### src/common/rvfi_pkg.sv
// --------------------------------------------------
// Retirement trace constants: privilege codes, the
// SYSTEM opcode, CSR addresses, MRET/DRET words,
// revoking causes and the CSR write-word union
// --------------------------------------------------

package rvfi_pkg;

  // Privilege codes, only U and M exist on this core
  localparam logic [1:0] MODE_U = 2'b00;
  localparam logic [1:0] MODE_M = 2'b11;

  localparam logic [6:0] OPC_SYSTEM = 7'b1110011;

  localparam logic [11:0] CSR_MSTATUS = 12'h300;
  localparam logic [11:0] CSR_DCSR    = 12'h7B0;

  // Full encodings, no operand fields
  localparam logic [31:0] INSN_MRET = 32'h3020_0073;
  localparam logic [31:0] INSN_DRET = 32'h7b20_0073;

  // Causes that revoke a retirement
  localparam logic [5:0] CAUSE_ACCESS_FAULT = 6'd1;
  localparam logic [5:0] CAUSE_BUS_FAULT    = 6'd24;

  typedef struct packed {
    logic [31:18] rsvd_hi;
    logic         mprv;
    logic [16:13] rsvd_mid;
    logic [12:11] mpp;
    logic [10:0]  rsvd_lo;
  } mstatus_view_t;

  typedef struct packed {
    logic [31:2] rsvd;
    logic [1:0]  prv;
  } dcsr_view_t;

  // Same rs1 word, decoded by the CSR it targets
  typedef union packed {
    mstatus_view_t mstatus;
    dcsr_view_t    dcsr;
  } csr_word_u;

endpackage

### src/common/umode_evt_pkg.sv
// --------------------------------------------------
// Event bit positions of the record mask and the
// counter bank layout
// --------------------------------------------------

package umode_evt_pkg;

  localparam int NUM_EVT = 8;

  // Bit order of the event mask
  localparam int EVT_CSR_READ      = 0;
  localparam int EVT_CSR_WRITE     = 1;
  localparam int EVT_MPP_WRITE     = 2;
  localparam int EVT_MRET          = 3;
  localparam int EVT_DRET          = 4;
  localparam int EVT_UMODE         = 5;
  localparam int EVT_PRV_WRITE     = 6;
  // Added by the tracker, not by decode
  localparam int EVT_MODE_MISMATCH = 7;

  // One counter per event, plus the drop counter on top
  localparam int CNT_DROP = 8;
  localparam int NUM_CNT  = 9;

  // Wide enough for NUM_CNT, upper codes read as zero
  localparam int CNT_SEL_W = 4;

endpackage

### src/hw/event_counters.sv
// --------------------------------------------------
// Saturating counters, one per event plus drops,
// with a selectable read port
// --------------------------------------------------

module event_counters
  import umode_evt_pkg::*;
#(
  parameter int COUNT_W = 16
) (
  input  logic                 clk_i,
  input  logic                 rst_ni,
  input  logic                 evt_valid,
  input  logic [NUM_EVT-1:0]   evt_mask,
  input  logic                 drop_pulse,
  input  logic [CNT_SEL_W-1:0] cnt_sel,
  output logic [COUNT_W-1:0]   cnt_value
);

  logic [COUNT_W-1:0] cnt_q [NUM_CNT];
  logic [NUM_CNT-1:0] inc;

  always_comb begin
    inc = '0;
    for (int i = 0; i < NUM_EVT; i++) begin
      inc[i] = evt_valid && evt_mask[i];
    end
    inc[CNT_DROP] = drop_pulse;
  end

  always_ff @(posedge clk_i or negedge rst_ni) begin
    if (!rst_ni) begin
      for (int i = 0; i < NUM_CNT; i++) begin
        cnt_q[i] <= '0;
      end
    end else begin
      for (int i = 0; i < NUM_CNT; i++) begin
        // Hold at all ones
        if (inc[i] && (cnt_q[i] != {COUNT_W{1'b1}})) begin
          cnt_q[i] <= cnt_q[i] + 1'b1;
        end
      end
    end
  end

  // Unused select codes read as zero
  assign cnt_value = (cnt_sel < CNT_SEL_W'(NUM_CNT)) ? cnt_q[cnt_sel] : '0;

endmodule

### src/hw/mode_tracker.sv
// --------------------------------------------------
// Return-mode tracker: MPP write, then MRET, then
// compare the next retirement's mode with MPP
// --------------------------------------------------

module mode_tracker
  import rvfi_pkg::*;
(
  input  logic       clk_i,
  input  logic       rst_ni,
  input  logic       evt_valid,
  input  logic       evt_mpp_wr,
  input  logic [1:0] evt_mpp,
  input  logic       evt_mret,
  input  logic [1:0] evt_mode,
  output logic       mismatch
);

  localparam logic [1:0] ST_IDLE     = 2'd0;
  localparam logic [1:0] ST_ARMED    = 2'd1;
  localparam logic [1:0] ST_RETURNED = 2'd2;

  logic [1:0] state_q;
  logic [1:0] state_d;
  logic [1:0] exp_mode_q;
  logic [1:0] mpp_mode;

  // Only U and M exist, any other MPP lands in M
  assign mpp_mode = (evt_mpp == MODE_U) ? MODE_U : MODE_M;

  // First retirement after the MRET
  assign mismatch = evt_valid && (state_q == ST_RETURNED) && (evt_mode != exp_mode_q);

  always_comb begin
    state_d = state_q;
    if (evt_valid) begin
      case (state_q)
        ST_IDLE: begin
          if (evt_mpp_wr) begin
            state_d = ST_ARMED;
          end
        end
        ST_ARMED: begin
          if (evt_mret) begin
            state_d = ST_RETURNED;
          end else if (evt_mpp_wr) begin
            // A fresh MPP write re-arms with the new value
            state_d = ST_ARMED;
          end else begin
            state_d = ST_IDLE;
          end
        end
        ST_RETURNED: begin
          state_d = evt_mpp_wr ? ST_ARMED : ST_IDLE;
        end
        default: begin
          state_d = ST_IDLE;
        end
      endcase
    end
  end

  always_ff @(posedge clk_i or negedge rst_ni) begin
    if (!rst_ni) begin
      state_q <= ST_IDLE;
    end else begin
      state_q <= state_d;
    end
  end

  // Expected mode follows every MPP write
  always_ff @(posedge clk_i) begin
    if (evt_valid && evt_mpp_wr) begin
      exp_mode_q <= mpp_mode;
    end
  end

endmodule

### src/hw/report_queue.sv
// --------------------------------------------------
// Record FIFO with credit-based output; records
// arriving at a full queue are dropped
// --------------------------------------------------

module report_queue
  import umode_evt_pkg::*;
#(
  parameter int QUEUE_DEPTH = 4,
  parameter int CREDITS     = 2
) (
  input  logic               clk_i,
  input  logic               rst_ni,
  input  logic               evt_valid,
  input  logic [NUM_EVT-1:0] evt_mask,
  input  logic [1:0]         evt_mode,
  input  logic               rpt_credit,
  output logic               rpt_valid,
  output logic [NUM_EVT-1:0] rpt_evt,
  output logic [1:0]         rpt_mode,
  output logic               drop_pulse
);

  localparam int PTR_W  = (QUEUE_DEPTH > 1) ? $clog2(QUEUE_DEPTH) : 1;
  localparam int CNT_W  = $clog2(QUEUE_DEPTH + 1);
  // One spare code so an extra returned credit is not lost to wrap
  localparam int CRED_W = $clog2(CREDITS + 2);
  localparam int REC_W  = NUM_EVT + 2;

  logic [REC_W-1:0]  mem [QUEUE_DEPTH];
  logic [PTR_W-1:0]  wr_ptr_q;
  logic [PTR_W-1:0]  rd_ptr_q;
  logic [CNT_W-1:0]  count_q;
  logic [CRED_W-1:0] credit_q;
  logic              full;
  logic              empty;
  logic              push;
  logic              pop;

  assign full  = (count_q == CNT_W'(QUEUE_DEPTH));
  assign empty = (count_q == '0);

  // Records with no event are not reported
  assign push       = evt_valid && (evt_mask != '0) && !full;
  assign drop_pulse = evt_valid && (evt_mask != '0) && full;

  assign pop       = !empty && (credit_q != '0);
  assign rpt_valid = pop;
  assign rpt_evt   = mem[rd_ptr_q][NUM_EVT-1:0];
  assign rpt_mode  = mem[rd_ptr_q][REC_W-1:NUM_EVT];

  always_ff @(posedge clk_i) begin
    if (push) begin
      mem[wr_ptr_q] <= {evt_mode, evt_mask};
    end
  end

  always_ff @(posedge clk_i or negedge rst_ni) begin
    if (!rst_ni) begin
      wr_ptr_q <= '0;
      rd_ptr_q <= '0;
      count_q  <= '0;
      credit_q <= CRED_W'(CREDITS);
    end else begin
      if (push) begin
        wr_ptr_q <= (wr_ptr_q == PTR_W'(QUEUE_DEPTH - 1)) ? '0 : wr_ptr_q + 1'b1;
      end
      if (pop) begin
        rd_ptr_q <= (rd_ptr_q == PTR_W'(QUEUE_DEPTH - 1)) ? '0 : rd_ptr_q + 1'b1;
      end
      if (push && !pop) begin
        count_q <= count_q + 1'b1;
      end else if (pop && !push) begin
        count_q <= count_q - 1'b1;
      end
      // Send and credit return may coincide
      if (pop && !rpt_credit) begin
        credit_q <= credit_q - 1'b1;
      end else if (rpt_credit && !pop) begin
        credit_q <= credit_q + 1'b1;
      end
    end
  end

endmodule

### src/hw/rvfi_decode.sv
// --------------------------------------------------
// Retirement decoder: drops revoked retirements,
// classifies the rest and registers the event mask
// --------------------------------------------------

module rvfi_decode
  import rvfi_pkg::*;
  import umode_evt_pkg::*;
(
  input  logic               clk_i,
  input  logic               rst_ni,
  input  logic               rvfi_valid,
  input  logic               rvfi_trap,
  input  logic [5:0]         rvfi_exc_cause,
  input  logic [31:0]        rvfi_insn,
  input  logic [31:0]        rvfi_rs1_rdata,
  input  logic [4:0]         rvfi_rd_addr,
  input  logic [1:0]         rvfi_mode,
  output logic               evt_valid,
  output logic [NUM_EVT-2:0] evt_mask,
  output logic [1:0]         evt_mode,
  output logic               evt_mpp_wr,
  output logic [1:0]         evt_mpp,
  output logic               evt_mret
);

  logic [6:0]         opcode;
  logic [2:0]         funct3;
  logic [4:0]         rs1_field;
  logic [11:0]        csr_addr;
  csr_word_u          wdata;
  logic               revoked;
  logic               valid_kept;
  logic               notrap;
  logic               is_csrrw_any;
  logic               is_csr;
  logic               csrrw_notrap;
  logic               mpp_wr;
  logic               mret;
  logic [NUM_EVT-2:0] mask_d;

  assign opcode    = rvfi_insn[6:0];
  assign funct3    = rvfi_insn[14:12];
  assign rs1_field = rvfi_insn[19:15];
  assign csr_addr  = rvfi_insn[31:20];
  assign wdata     = rvfi_rs1_rdata;

  // Access and bus faults take the retirement back
  assign revoked = rvfi_trap &&
                   (rvfi_exc_cause inside {CAUSE_ACCESS_FAULT, CAUSE_BUS_FAULT});
  assign valid_kept = rvfi_valid && !revoked;
  assign notrap     = valid_kept && !rvfi_trap;

  assign is_csrrw_any = funct3 inside {3'd1, 3'd5};
  assign is_csr = notrap && (opcode == OPC_SYSTEM) &&
                  (funct3 inside {3'd1, 3'd2, 3'd3, 3'd5, 3'd6, 3'd7});

  assign csrrw_notrap = notrap && (opcode == OPC_SYSTEM) && (funct3 == 3'd1);
  assign mpp_wr       = csrrw_notrap && (csr_addr == CSR_MSTATUS);
  assign mret         = notrap && (rvfi_insn == INSN_MRET);

  always_comb begin
    mask_d = '0;
    // csrrw/csrrwi with rd = x0 skip the read
    mask_d[EVT_CSR_READ]  = is_csr && ((rvfi_rd_addr != 5'd0) || !is_csrrw_any);
    // Set/clear forms with rs1 = x0 or uimm = 0 skip the write
    mask_d[EVT_CSR_WRITE] = is_csr && ((rs1_field != 5'd0) || is_csrrw_any);
    mask_d[EVT_MPP_WRITE] = mpp_wr;
    mask_d[EVT_MRET]      = mret;
    mask_d[EVT_DRET]      = notrap && (rvfi_insn == INSN_DRET);
    mask_d[EVT_UMODE]     = notrap && (rvfi_mode == MODE_U);
    mask_d[EVT_PRV_WRITE] = csrrw_notrap && (csr_addr == CSR_DCSR) &&
                            (wdata.dcsr.prv == MODE_U);
  end

  always_ff @(posedge clk_i or negedge rst_ni) begin
    if (!rst_ni) begin
      evt_valid  <= 1'b0;
      evt_mask   <= '0;
      evt_mpp_wr <= 1'b0;
      evt_mret   <= 1'b0;
    end else begin
      evt_valid  <= valid_kept;
      evt_mask   <= mask_d;
      evt_mpp_wr <= mpp_wr;
      evt_mret   <= mret;
    end
  end

  // Payload, only meaningful next to evt_valid
  always_ff @(posedge clk_i) begin
    if (valid_kept) begin
      evt_mode <= rvfi_mode;
      evt_mpp  <= wdata.mstatus.mpp;
    end
  end

endmodule

### src/hw/umode_monitor_top.sv
// --------------------------------------------------
// Monitor top: decode, mode tracker, counters and
// report queue
// --------------------------------------------------

module umode_monitor_top
  import umode_evt_pkg::*;
#(
  parameter int COUNT_W     = 16,
  parameter int QUEUE_DEPTH = 4,
  parameter int CREDITS     = 2
) (
  input  logic                 clk_i,
  input  logic                 rst_ni,
  input  logic                 rvfi_valid,
  input  logic                 rvfi_trap,
  input  logic [5:0]           rvfi_exc_cause,
  input  logic [31:0]          rvfi_insn,
  input  logic [31:0]          rvfi_rs1_rdata,
  input  logic [4:0]           rvfi_rd_addr,
  input  logic [1:0]           rvfi_mode,
  input  logic                 rpt_credit,
  input  logic [CNT_SEL_W-1:0] cnt_sel,
  output logic                 rpt_valid,
  output logic [NUM_EVT-1:0]   rpt_evt,
  output logic [1:0]           rpt_mode,
  output logic [COUNT_W-1:0]   cnt_value
);

  logic               evt_valid;
  logic [NUM_EVT-2:0] evt_mask;
  logic [1:0]         evt_mode;
  logic               evt_mpp_wr;
  logic [1:0]         evt_mpp;
  logic               evt_mret;
  logic               mismatch;
  logic               drop_pulse;
  logic [NUM_EVT-1:0] evt_mask_full;

  // Mismatch is the top bit of the mask
  assign evt_mask_full = {mismatch, evt_mask};

  rvfi_decode u_decode (
    .clk_i, .rst_ni,
    .rvfi_valid, .rvfi_trap, .rvfi_exc_cause, .rvfi_insn,
    .rvfi_rs1_rdata, .rvfi_rd_addr, .rvfi_mode,
    .evt_valid, .evt_mask, .evt_mode, .evt_mpp_wr, .evt_mpp, .evt_mret
  );

  mode_tracker u_tracker (
    .clk_i, .rst_ni,
    .evt_valid, .evt_mpp_wr, .evt_mpp, .evt_mret, .evt_mode,
    .mismatch
  );

  event_counters #(.COUNT_W(COUNT_W)) u_counters (
    .clk_i, .rst_ni,
    .evt_valid, .evt_mask(evt_mask_full), .drop_pulse, .cnt_sel,
    .cnt_value
  );

  report_queue #(.QUEUE_DEPTH(QUEUE_DEPTH), .CREDITS(CREDITS)) u_queue (
    .clk_i, .rst_ni,
    .evt_valid, .evt_mask(evt_mask_full), .evt_mode, .rpt_credit,
    .rpt_valid, .rpt_evt, .rpt_mode, .drop_pulse
  );

endmodule

### config.mk
export PLATFORM = sky130hd
export DESIGN_NAME = umode_monitor_top
export DESIGN_NICKNAME = d
export VERILOG_FILES = /design/src/common/rvfi_pkg.sv /design/src/common/umode_evt_pkg.sv /design/src/hw/event_counters.sv /design/src/hw/mode_tracker.sv /design/src/hw/report_queue.sv /design/src/hw/rvfi_decode.sv /design/src/hw/umode_monitor_top.sv
export SDC_FILE = /design/constraint.sdc
export NUM_CORES = 1
export LEC_CHECK = 0
export BUFFER_PORTS_ARGS = -buffer_cell sky130_fd_sc_hd__clkbuf_2
export CORE_MARGIN = 10
export CORE_UTILIZATION = 46
export DETAILED_ROUTE_END_ITERATION = 6
export PLACE_DENSITY_LB_ADDON = 0.25
export SYNTH_ARGS = -nofsm -noshare
export SYNTH_HDL_FRONTEND = slang
export SYNTH_SLANG_ARGS = --single-unit
### constraint.sdc
create_clock -name clk_i -period 6.4 [get_ports clk_i]
set_input_delay 0.32 -clock clk_i [delete_from_list [all_inputs] [get_ports clk_i]]
set_output_delay 0.32 -clock clk_i [all_outputs]
set_load 0.02 [all_outputs]
== Yosys cells after proc, flatten, opt, wreduce, memory -nomap -nowiden ==
Memory sizes are Yosys's and may differ from the RTL's.
Cells that the tools add are included.

* Add/sub/neg operators: 15
* $lt $le $gt $ge: 2
* Equal/unequal tests: 29
* Muxes and demuxes: 17
* Bitwise gates (word level): 1
* Reduce and logical (&&, ||, !) cells: 67

{| class="wikitable"
|+ Operator list
! cell !! number
|-
| adder 16 x 1 -> 16 bit (second input constant) || 9
|-
| != test 16 bit (second input constant) || 9
|-
| binary-select mux 16 bit (select 4 bit) || 1
|-
| two-way mux 16 bit || 3
|-
| logical AND 1 bit || 42
|-
| equality test 32 x 30 -> 1 bit (second input constant) || 1
|-
| equality test 32 x 31 -> 1 bit (second input constant) || 1
|-
| two-way mux 2 bit || 7
|-
| equality test 12 x 10 -> 1 bit (second input constant) || 1
|-
| equality test 12 x 11 -> 1 bit (second input constant) || 1
|-
| equality test 3 bit (second input constant) || 4
|-
| nonzero test 2 bit || 5
|-
| nonzero test 5 bit || 2
|-
| logical NOT 1 bit || 8
|-
| logical NOT 2 bit || 4
|-
| nonzero test 8 bit || 1
|-
| equality test 7 bit (second input constant) || 1
|-
| adder 2 x 1 -> 2 bit (second input constant) || 3
|-
| equality test 2 bit (second input constant) || 3
|-
| equality test 3 x 2 -> 1 bit (second input constant) || 2
|-
| equality test 6 x 1 -> 1 bit (second input constant) || 1
|-
| equality test 6 x 5 -> 1 bit (second input constant) || 1
|-
| two-way mux 3 bit || 2
|-
| case mux 2 bit (3 select lines) || 1
|-
| other kinds (15) || 18
|}

* Register bits: 171
* Bits in writable memories: 40
* Input bits: 86
* Output and inout port bits: 27
* Logic and storage cells: 153
* Memories: 1

{| class="wikitable"
|+ Memory list
! name !! words !! width !! rd ports !! clocked after memory_dff !! write ports !! line !! source
|-
| u_queue.mem || 4 || 10 || 1 || 0 || 1 || report_queue.sv:30 || <nowiki>logic [REC_W-1:0] mem [QUEUE_DEPTH];</nowiki>
|}

== Longest topological paths before layout ==
Gate-level depths: netlist of run 1.

* Word-level depth: 10
* Depth in mapped cells: 12
* Depth with buffers taken out: 10

== Modules after synthesis ==
Synthesis of run 1 repeated with hierarchy kept, for this count alone.

* Cells, all modules: 963
* Area, all modules: 10934.2 um^2

{| class="wikitable"
|+ Modules (own cells, without submodules)
! module !! times used !! cells each !! area each (um^2)
|-
| event_counters || 1 || 799 || 8165.3
|-
| report_queue || 1 || 101 || 2042.0
|-
| rvfi_decode || 1 || 48 || 571.8
|-
| mode_tracker || 1 || 15 || 155.1
|}

== Worst setup path after synthesis of run 1 ==
No wires, ideal clock.

* Kind: reg2reg
* Start point: register u_decode.evt_mode[1]
* End point: register u_queue.count_q[2]
* Arrival: 2.638 ns
* Setup slack: 3.683 ns
* Cell stages (with the launch flop): 13
* Clock period less this slack: 2.717 ns
* Cell sequence: edfxtp_1 and3_1 or4_1 buf_6 clkinv_8 o21ba_2 clkbuf_1 ha_1 inv_1 fa_1 xor2_1 nor2_1 xor2_1

* Word-level cells in the longest chain between the ends: 8
* Elaborated cells between the ends (all ways): 10
* Classes of those cells: eq/ne: 1; mux: 1; reduce/logical: 8

{| class="wikitable"
|+ Ends and longest elaborated chain
! what !! line !! source
|-
| from (decl) || rvfi_decode.sv:21 || <nowiki>output logic [1:0] evt_mode,</nowiki>
|-
| from (signal assigned) || rvfi_decode.sv:93 || <nowiki>evt_mode <= rvfi_mode;</nowiki>
|-
| != test 2 bit (*) || mode_tracker.sv:32 || <nowiki>assign mismatch = evt_valid && (state_q == ST_RETURNED) && (evt_mode != exp_mode_q);</nowiki>
|-
| logical AND 1 bit (*) || mode_tracker.sv:32 ||
|-
| via mismatch || umode_monitor_top.sv:36 || <nowiki>logic mismatch;</nowiki>
|-
| nonzero test 8 bit (*) || report_queue.sv:44 || <nowiki>assign push = evt_valid && (evt_mask != '0) && !full;</nowiki>
|-
| logical AND 1 bit (*) (2 in a row) || report_queue.sv:44 ||
|-
| via u_queue.push || report_queue.sv:37 || <nowiki>logic push;</nowiki>
|-
| logical NOT 1 bit || report_queue.sv:73 || <nowiki>end else if (pop && !push) begin</nowiki>
|-
| logical AND 1 bit || report_queue.sv:73 ||
|-
| nonzero test 2 bit (no line) || - ||
|-
| to (signal assigned) || report_queue.sv:72 || <nowiki>count_q <= count_q + 1'b1;</nowiki>
|-
| to (signal assigned) || report_queue.sv:74 || <nowiki>count_q <= count_q - 1'b1;</nowiki>
|-
| to (decl) || report_queue.sv:33 || <nowiki>logic [CNT_W-1:0] count_q;</nowiki>
|}

Mark *: on every way through the listed nets, which the timed path passes. The rest lies on a longest branch.
A chain may end at the register's enable or synchronous reset.

== Worst setup path in the final report of run 1 ==
* Start point: register u_decode.evt_valid
* End point: register u_queue.count_q[2]

* Word-level cells in the longest chain between the ends: 8
* Elaborated cells between the ends (all ways): 10
* Classes of those cells: mux: 1; reduce/logical: 9

{| class="wikitable"
|+ Ends and longest elaborated chain
! what !! line !! source
|-
| from (decl) || rvfi_decode.sv:19 || <nowiki>output logic evt_valid,</nowiki>
|-
| from (signal assigned) || rvfi_decode.sv:83 || <nowiki>evt_valid <= valid_kept;</nowiki>
|-
| logical AND 1 bit (*) (2 in a row) || mode_tracker.sv:32 ||
|-
| via mismatch || umode_monitor_top.sv:36 ||
|-
| nonzero test 8 bit (*) || report_queue.sv:44 ||
|-
| logical AND 1 bit (*) (2 in a row) || report_queue.sv:44 ||
|-
| logical NOT 1 bit || report_queue.sv:73 ||
|-
| logical AND 1 bit || report_queue.sv:73 ||
|-
| nonzero test 2 bit (no line) || - ||
|}

Marks and branches as above.

==> results of run 1 <==
==> path summary, 6_finish.rpt <==
| kind | slack (ps) | depth (start not counted) | to |
|---|---|---|---|
| max in group asynchronous | 4450 | 3 | u_counters.cnt_q[61] |
| min reg2reg | 490 | 1 | u_counters.cnt_q[21] |
| min in group asynchronous | 490 | 2 | u_decode.evt_mask[5] |
| max reg2reg | 3250 | 10 | u_queue.count_q[2] |
| max | 3250 | 10 | u_queue.count_q[2] |
| min | 30 | 1 | u_decode.evt_mode[1] |
==> kinds of logic (layout without fill, tap and decap cells) <==
logic type / count (synthesis) / in the layout
AOI/OAI and AO/OA: 70 / 70
xor gates and xnor gates: 125 / 125
adders and majority gates: 17 / 17
buffers and inverters: 41 / 153
DFF: 208 / 208
muxes: 75 / 75
and+or+nand+nor: 351 / 351
==> cells in the final DEF (no fill, tap or decap), types with 6 or more instances in the layout <==
cell type	instances
nor4_1	10
ha_1	16
and2_1	7
nor3_1	19
nand3_1	60
xor2_1	40
mux2i_1	18
nor3_2	7
and3_1	23
and4_1	13
xnor2_1	85
mux2_2	16
dfrtp_1	162
nor2_1	45
dlygate4sd3_1	7
mux4_2	41
o21ai_0	24
nand2_1	86
clkbuf_1	6
a21oi_1	8
clkbuf_16	23
clkbuf_2	83
nand4_1	43
edfxtp_1	45
inv_1	17
==> through the flow <==
| stage | worst slack, ps | util (%) | cell area, sq um | std cells | power, uW |
|---|---|---|---|---|---|
| floorplan | 3683 | - | 10590 | 887 | 1763 |
| global placement | 3287 | 49.94 | 11310 | 1238 | 1886 |
| detailed placement | 3245 | 49.94 | 11310 | 1238 | 1896 |
| CTS | 3233 | 53.35 | 12080 | 1284 | 3163 |
| global route | 3065 | 53.35 | 12080 | 1284 | 3256 |
| finish | 3249 | 53.35 | 12080 | 1284 | 3117 |
==> sequential cells by signal (all words and copies together) (netlist names) <==
signal / count
u_counters.cnt_q: 144
u_decode.evt_mask: 7
u_decode.evt_mode: 2
u_decode.evt_mpp: 2
u_decode.evt_valid: 1
u_queue.count_q: 3
u_queue.credit_q: 2
u_queue.mem: 40
u_queue.rd_ptr_q: 2
u_queue.wr_ptr_q: 2
u_tracker.exp_mode_q: 1
u_tracker.state_q: 2
==> area by class of cell <==
class | count | area, sq um
clock inverters | 10 | 103.9
clock buffers | 29 | 598.1
inverters | 19 | 83.83
fillers | 1933 | 10560
flip-flops and latches | 208 | 5431
well taps | 285 | 356.6
repair buffers | 95 | 526.8
multi-input cells | 638 | 4977
==> routing by layer <==
metal | up-vias | track usage [%] | routed length, um
met1 | 3715 | 23.44 | 11080
li1 | 3474 | - | -
met5 | - | 0 | 0
met4 | 0 | 4.910 | 606
met3 | 41 | 3.003 | 1208
met2 | 157 | 29.43 | 12420
==> power groups by stage <==
stage	Clock (uW)	Sequential [uW]	Combinational, uW
after floorplan	0	1470	292
after global routing	1340	1500	418
after CTS	1290	1490	385
final	1250	1490	375
after detailed placement	0	1520	379
after global placement	0	1510	373
==> synth_stat cells (all sizes together), types with 3 or more instances <==
library cell  number  area, sq um
and2               7        43.79
nor3              26        165.2
or3                3        18.77
mux4              41        923.4
nor2              45        168.9
nor4              11        68.82
buf               15        83.83
nor4b              7        67.56
or4                4        30.03
o21ai             25        136.4
a211oi             4        35.03
nand2b             5        31.28
mux2              16        180.2
nand3             60        300.3
nand2             86        322.8
nor3b              4        35.03
nor2b              4        25.02
dfrtp            162         4054
xnor2             85        744.5
a21oi             10        57.56
a31oi              4        25.02
inv               18        67.56
ha                16        200.2
and3              23        143.9
o21a               5        37.54
mux2i             18        180.2
or2                4        25.02
clkbuf             7        26.28
and4              13        113.9
edfxtp            45         1351
nand4             43        269.0
a311oi             3        26.28
xor2              40        350.3
==> worst reg2reg max path, stage by stage, from the launching register on <==
cell and delay [ps]:
dfrtp_1 830, nand2_1 90, or4_1 710, clkinv_8 160, o21ba_2 240, ha_1 210
inv_1 60, fa_1 370, xor2_1 150, nor2_1 110, xor2_1 150
==> flow_summary.toml, run 1 <==
[power_and_ir_drop]
power.internal_uw = 2324
cellPowerDensity_nw_per_um2 = 258.0
p_clk_share_pct = 40.2
p_comb_share_pct = 12.0
peakVddDrop_v = 0.0001687
p_leak_uw = 0.005144
p_sw_share_pct = 25.42
pwr-share-seq_pct = 47.8
p_switching_uw = 792.3

[timing]
rsz0062_at_grt = "no"
slew_headroom_pct = 20.94
hold_viol = 0
finalSetupTns_ps = 0
hold_slack_ps = 29.23
fin_crit_ps = 3151
fmax_ghz = 0.3174
fin_skew_ps = 5.502
tightest_slew_ps = 1183
setup-violations-final = 0
post-route-period-util_pct = 49.23
slew_violations = 0

[critical_path]
start_kind = "flip-flop"
end_kind = "flip-flop"
crit_arrival_ps = 3580
crit_top_cell = "xor2_1"
worstReg2RegStart = "u_decode.evt_valid"
worst-path-buf-inv = 2
path_delay_family = "simple AND/OR/NAND/NOR gates"
slowest_stage = "dfrtp_1"
critPathMaxStageDelay_ps = 830
crit_start = "u_decode.evt_valid"
worstPathCellList = "nand2_1 > or4_1 > clkinv_8 > o21ba_2 > ha_1 > inv_1 > fa_1 > xor2_1 > nor2_1 > xor2_1"
cp_max_fo = 20
critical_path_class = "flip-flop to flip-flop"
critPathRequiredTime_ps = 6830

[synth]
synth_fa_ha_area_share_pct = 2.079
ys_async_sr_fraction_pct = 78.37
synth_cell_types = 62
synth_compound_area_share_pct = 4.560
synth.yosys.warnings = 0
syn-cell-area_sq_um = 10590
synth_edf_count = 45
synth_top_family_by_area = "simple AND/OR/NAND/NOR gates"
synth_xor_area_share_pct = 10.34
syn-instance-count = 887
syn_area_per_cell_sq_um = 11.94
synthFlopType = "dfrtp_1"
synthMuxAreaShare_pct = 12.12
synth_fp_nets = 990
yosysSeqAreaShare_pct = 51.29
synth-seq-cells = 208
yosys.area_share.simple_pct = 17.78

[route]
drt_first_pass_iters = 5
via_count = 7387
drc = 0
avgViaCountPerCell = 5.753
drt-initial-drc-count = 531
drtAntennaViolNets = 0
routed_wl_um = 25320
wire_per_inst_um = 19.72

[clocking]
cts_sinks = 208
cts_tree = "done"
cts_hold_buf = 7
cts_resized = 0
cts_max_level = 1
clkTransAtPathRegs_ps = 60
clock_latency_ps = 500
cts_buffers = 22
clock_path_buffers = 3
clockRootBuffer = "clkbuf_16"
post_cts_buffers = 0

[floorplanning]
start_util_pct = 46.78
io_pins = 113
die_h_um = 171.7
core_area_sq_um = 22640
dieArea_sq_um = 29490
num_rows = 55
die_w_um = 171.7

[place]
portBuffers = 84
gp_congestion = 0.8407
dpl.hpwl_um = 18740

[min_path]
holdCritPathClass = "input pin to flip-flop"
hp-start = "rvfi_mode[1]"

[global_route]
grt.total_usage_pct = 17.72
grt_pass1_vias = 7657
antenna_found_initial = 0
grt_pass1_wl_um = 41690
grt_max_degree = 96
grt_overflow = 0

[layout]
syn_to_final_growth_pct = 14.05
antennaDiodeCount = 0
layout-drive-gt1-share_pct = 20.22
fin_nets = 1087

[flow_run]
maxCapViolations = 0

[status]
status = "finished clean"
(Power assumes the default switching activity.)
==> run 2, diff against run 1 <==
clock period = 2.6 ns   (was 6.4 ns; I/O delays follow)
==> run 2 against run 1 <==
Via count rose by 1.7%. Die area did not move. Critical endpoint is now u_decode.evt_mask[4]. Wire length rose by 1.4%. Clock skew rose by 7.0 ps. Sequential share of layout area fell by 1.7 points. Setup slack got worse by 3100 ps. Largest cell class unchanged. Combinational power rose to 2.6 times the previous value.
==> flow_summary.toml, run 2 (synthesized netlist as in run 1, its figures left out) <==
[timing]
fmax_ghz = 0.4083
setup_ws_ps = 150.9
hold_slack_ps = 22.34
setup-violations-final = 0
slew_headroom_pct = 36.44
fin_skew_ps = 12.47
fin_crit_ps = 2449
hold_viol = 0
slew_violations = 0
rsz0062_at_grt = "no"
tightest_slew_ps = 949.0
finalSetupTns_ps = 0
post-route-period-util_pct = 94.20

[route]
wire_per_inst_um = 19.30
drtAntennaViolNets = 0
via_count = 7512
avgViaCountPerCell = 5.648
routed_wl_um = 25670
drt_first_pass_iters = 4
drt-initial-drc-count = 425
drc = 0

[clocking]
clockRootBuffer = "clkbuf_16"
clock_path_buffers = 3
clock_latency_ps = 510
cts_buffers = 22
cts_sinks = 208
cts_tree = "done"
clkTransAtPathRegs_ps = 60
post_cts_buffers = 0
cts_max_level = 1

[global_route]
grt.total_usage_pct = 17.67
grt_overflow = 0
grt_pass1_wl_um = 41140
antenna_found_initial = 2
grt_pass1_vias = 7728
grt_max_degree = 66

[status]
status = "finished clean"

[power_and_ir_drop]
power.internal_uw = 5948
p_clk_share_pct = 41.8
p_leak_uw = 0.005393
p_sw_share_pct = 25.33
peakVddDrop_v = 0.0004626
p_comb_share_pct = 12.3
p_switching_uw = 2017
pwr-share-seq_pct = 45.9
cellPowerDensity_nw_per_um2 = 634.4

[critical_path]
critical_path_class = "input pin to flip-flop"
cp_max_fo = 2
worst-path-buf-inv = 5
crit_arrival_ps = 2890
reg2reg_slack_ps = 180
end_kind = "flip-flop"
start_kind = "input pin"
crit_top_cell = "dlygate4sd3_1"
critPathMaxStageDelay_ps = 610
slowest_stage = "dlygate4sd3_1"
worstPathCellList = "dlygate4sd3_1 > clkbuf_2 > nor4bb_1 > dlygate4sd3_1 > nand2_1 > dlygate4sd3_1 > nor2_1 > dlygate4sd3_1"
critPathRequiredTime_ps = 3040
path_delay_family = "buffers and inverters"

[layout]
final_util_pct = 55.45
multi_input_area_sq_um = 4984
layout-drive-gt1-share_pct = 22.80
largest_register_ffs = 144
fin_nets = 1131
syn_to_final_growth_pct = 18.55
fillers = 1884
largestRegisters = "u_counters.cnt_q: 144 flops, u_queue.mem: 40 flops, u_decode.evt_mask: 7 flops"
top_register = "u_counters.cnt_q"
layout_commonest_cell = "dfrtp_1"
most-common-layout-cells = "dfrtp_1, nand2_1, xnor2_1"
regArea_sq_um = 5431

[place]
gp_congestion = 0.8944
dpl_worst_slack_ps = 64.92
portBuffers = 84
dpl.hpwl_um = 19290

[floorplanning]
num_rows = 55
core_area_sq_um = 22640
die_h_um = 171.7
die_w_um = 171.7
io_pins = 113
start_util_pct = 46.78
dieArea_sq_um = 29490

[flow_run]
maxCapViolations = 0

[min_path]
holdCritPathClass = "input pin to flip-flop"
run 2: changes by cell type in the layout (fill, tap and decap cells not counted), moves of 2 or more:
cell / before / now
buf_4: 4 / 30
dlygate4sd3_1: 7 / 23
clkbuf_1: 6 / 2
clkbuf_8: 0 / 3
buf_12: 0 / 2
clkinv_4: 0 / 2
run 2: layout make-up:
class | count | area share (%)
flip-flops and latches | 208 | 43.26
inverters | 19 | 0.6677
well taps | 285 | 2.840
diodes | 1 | 0.01993
multi-input cells | 638 | 39.70
clock buffers | 28 | 4.973
clock inverters | 12 | 1.196
repair buffers | 139 | 7.345
run 2: final timing paths:
kind	start	to	depth (start not counted)
setup / recovery	rvfi_insn[26]	u_decode.evt_mask[4]	8
hold / removal	rpt_credit	u_queue.credit_q[0]	4
setup reg to reg	u_decode.evt_mode[0]	u_queue.count_q[2]	10
hold reg to reg	u_counters.cnt_q[127]	u_counters.cnt_q[127]	1
max in group asynchronous	rst_ni	u_counters.cnt_q[5]	3
min in group asynchronous	rst_ni	u_counters.cnt_q[115]	2
run 2: worst min-delay path, stage by stage:
cell,delay [ps]
clkbuf_2,80
inv_1,40
ha_1,150
xnor2_1,70
run 2: what timing repair did:
action	in CTS	in global routing
hold buffers	23	0
endpoints found under the hold margin	72	0
endpoints found under the setup margin	0	1
resized for setup	0	1
run 2: stage by stage:
step | std cells | power, uW | area [sq um]
final | 1330 | 7965 | 12550
after detailed placement | 1266 | 4710 | 11540
after global placement | 1266 | 4692 | 11540
after floorplan | 887 | 4342 | 10600
after CTS | 1329 | 8061 | 12550
after global routing | 1329 | 8292 | 12550
run 2: power by group through the flow:
stage | sequential, uW | combinational [uW] | clock, uW
2_1_floorplan | 3620 | 722 | 0
3_3_place_gp | 3720 | 975 | 0
3_5_place_dp | 3720 | 988 | 0
4_1_cts | 3660 | 1010 | 3390
5_1_grt | 3680 | 1090 | 3520
6_report | 3650 | 981 | 3330
run 2: metal layers:
layer / GRT usage, % / part of all wire, % / vias up
met5: 0 / 0 / -
met4: 5.322 / 2.9 / 0
met3: 2.636 / 4.2 / 42
met2: 30.70 / 51 / 158
met1: 22.26 / 42 / 3759
li1: - / - / 3553
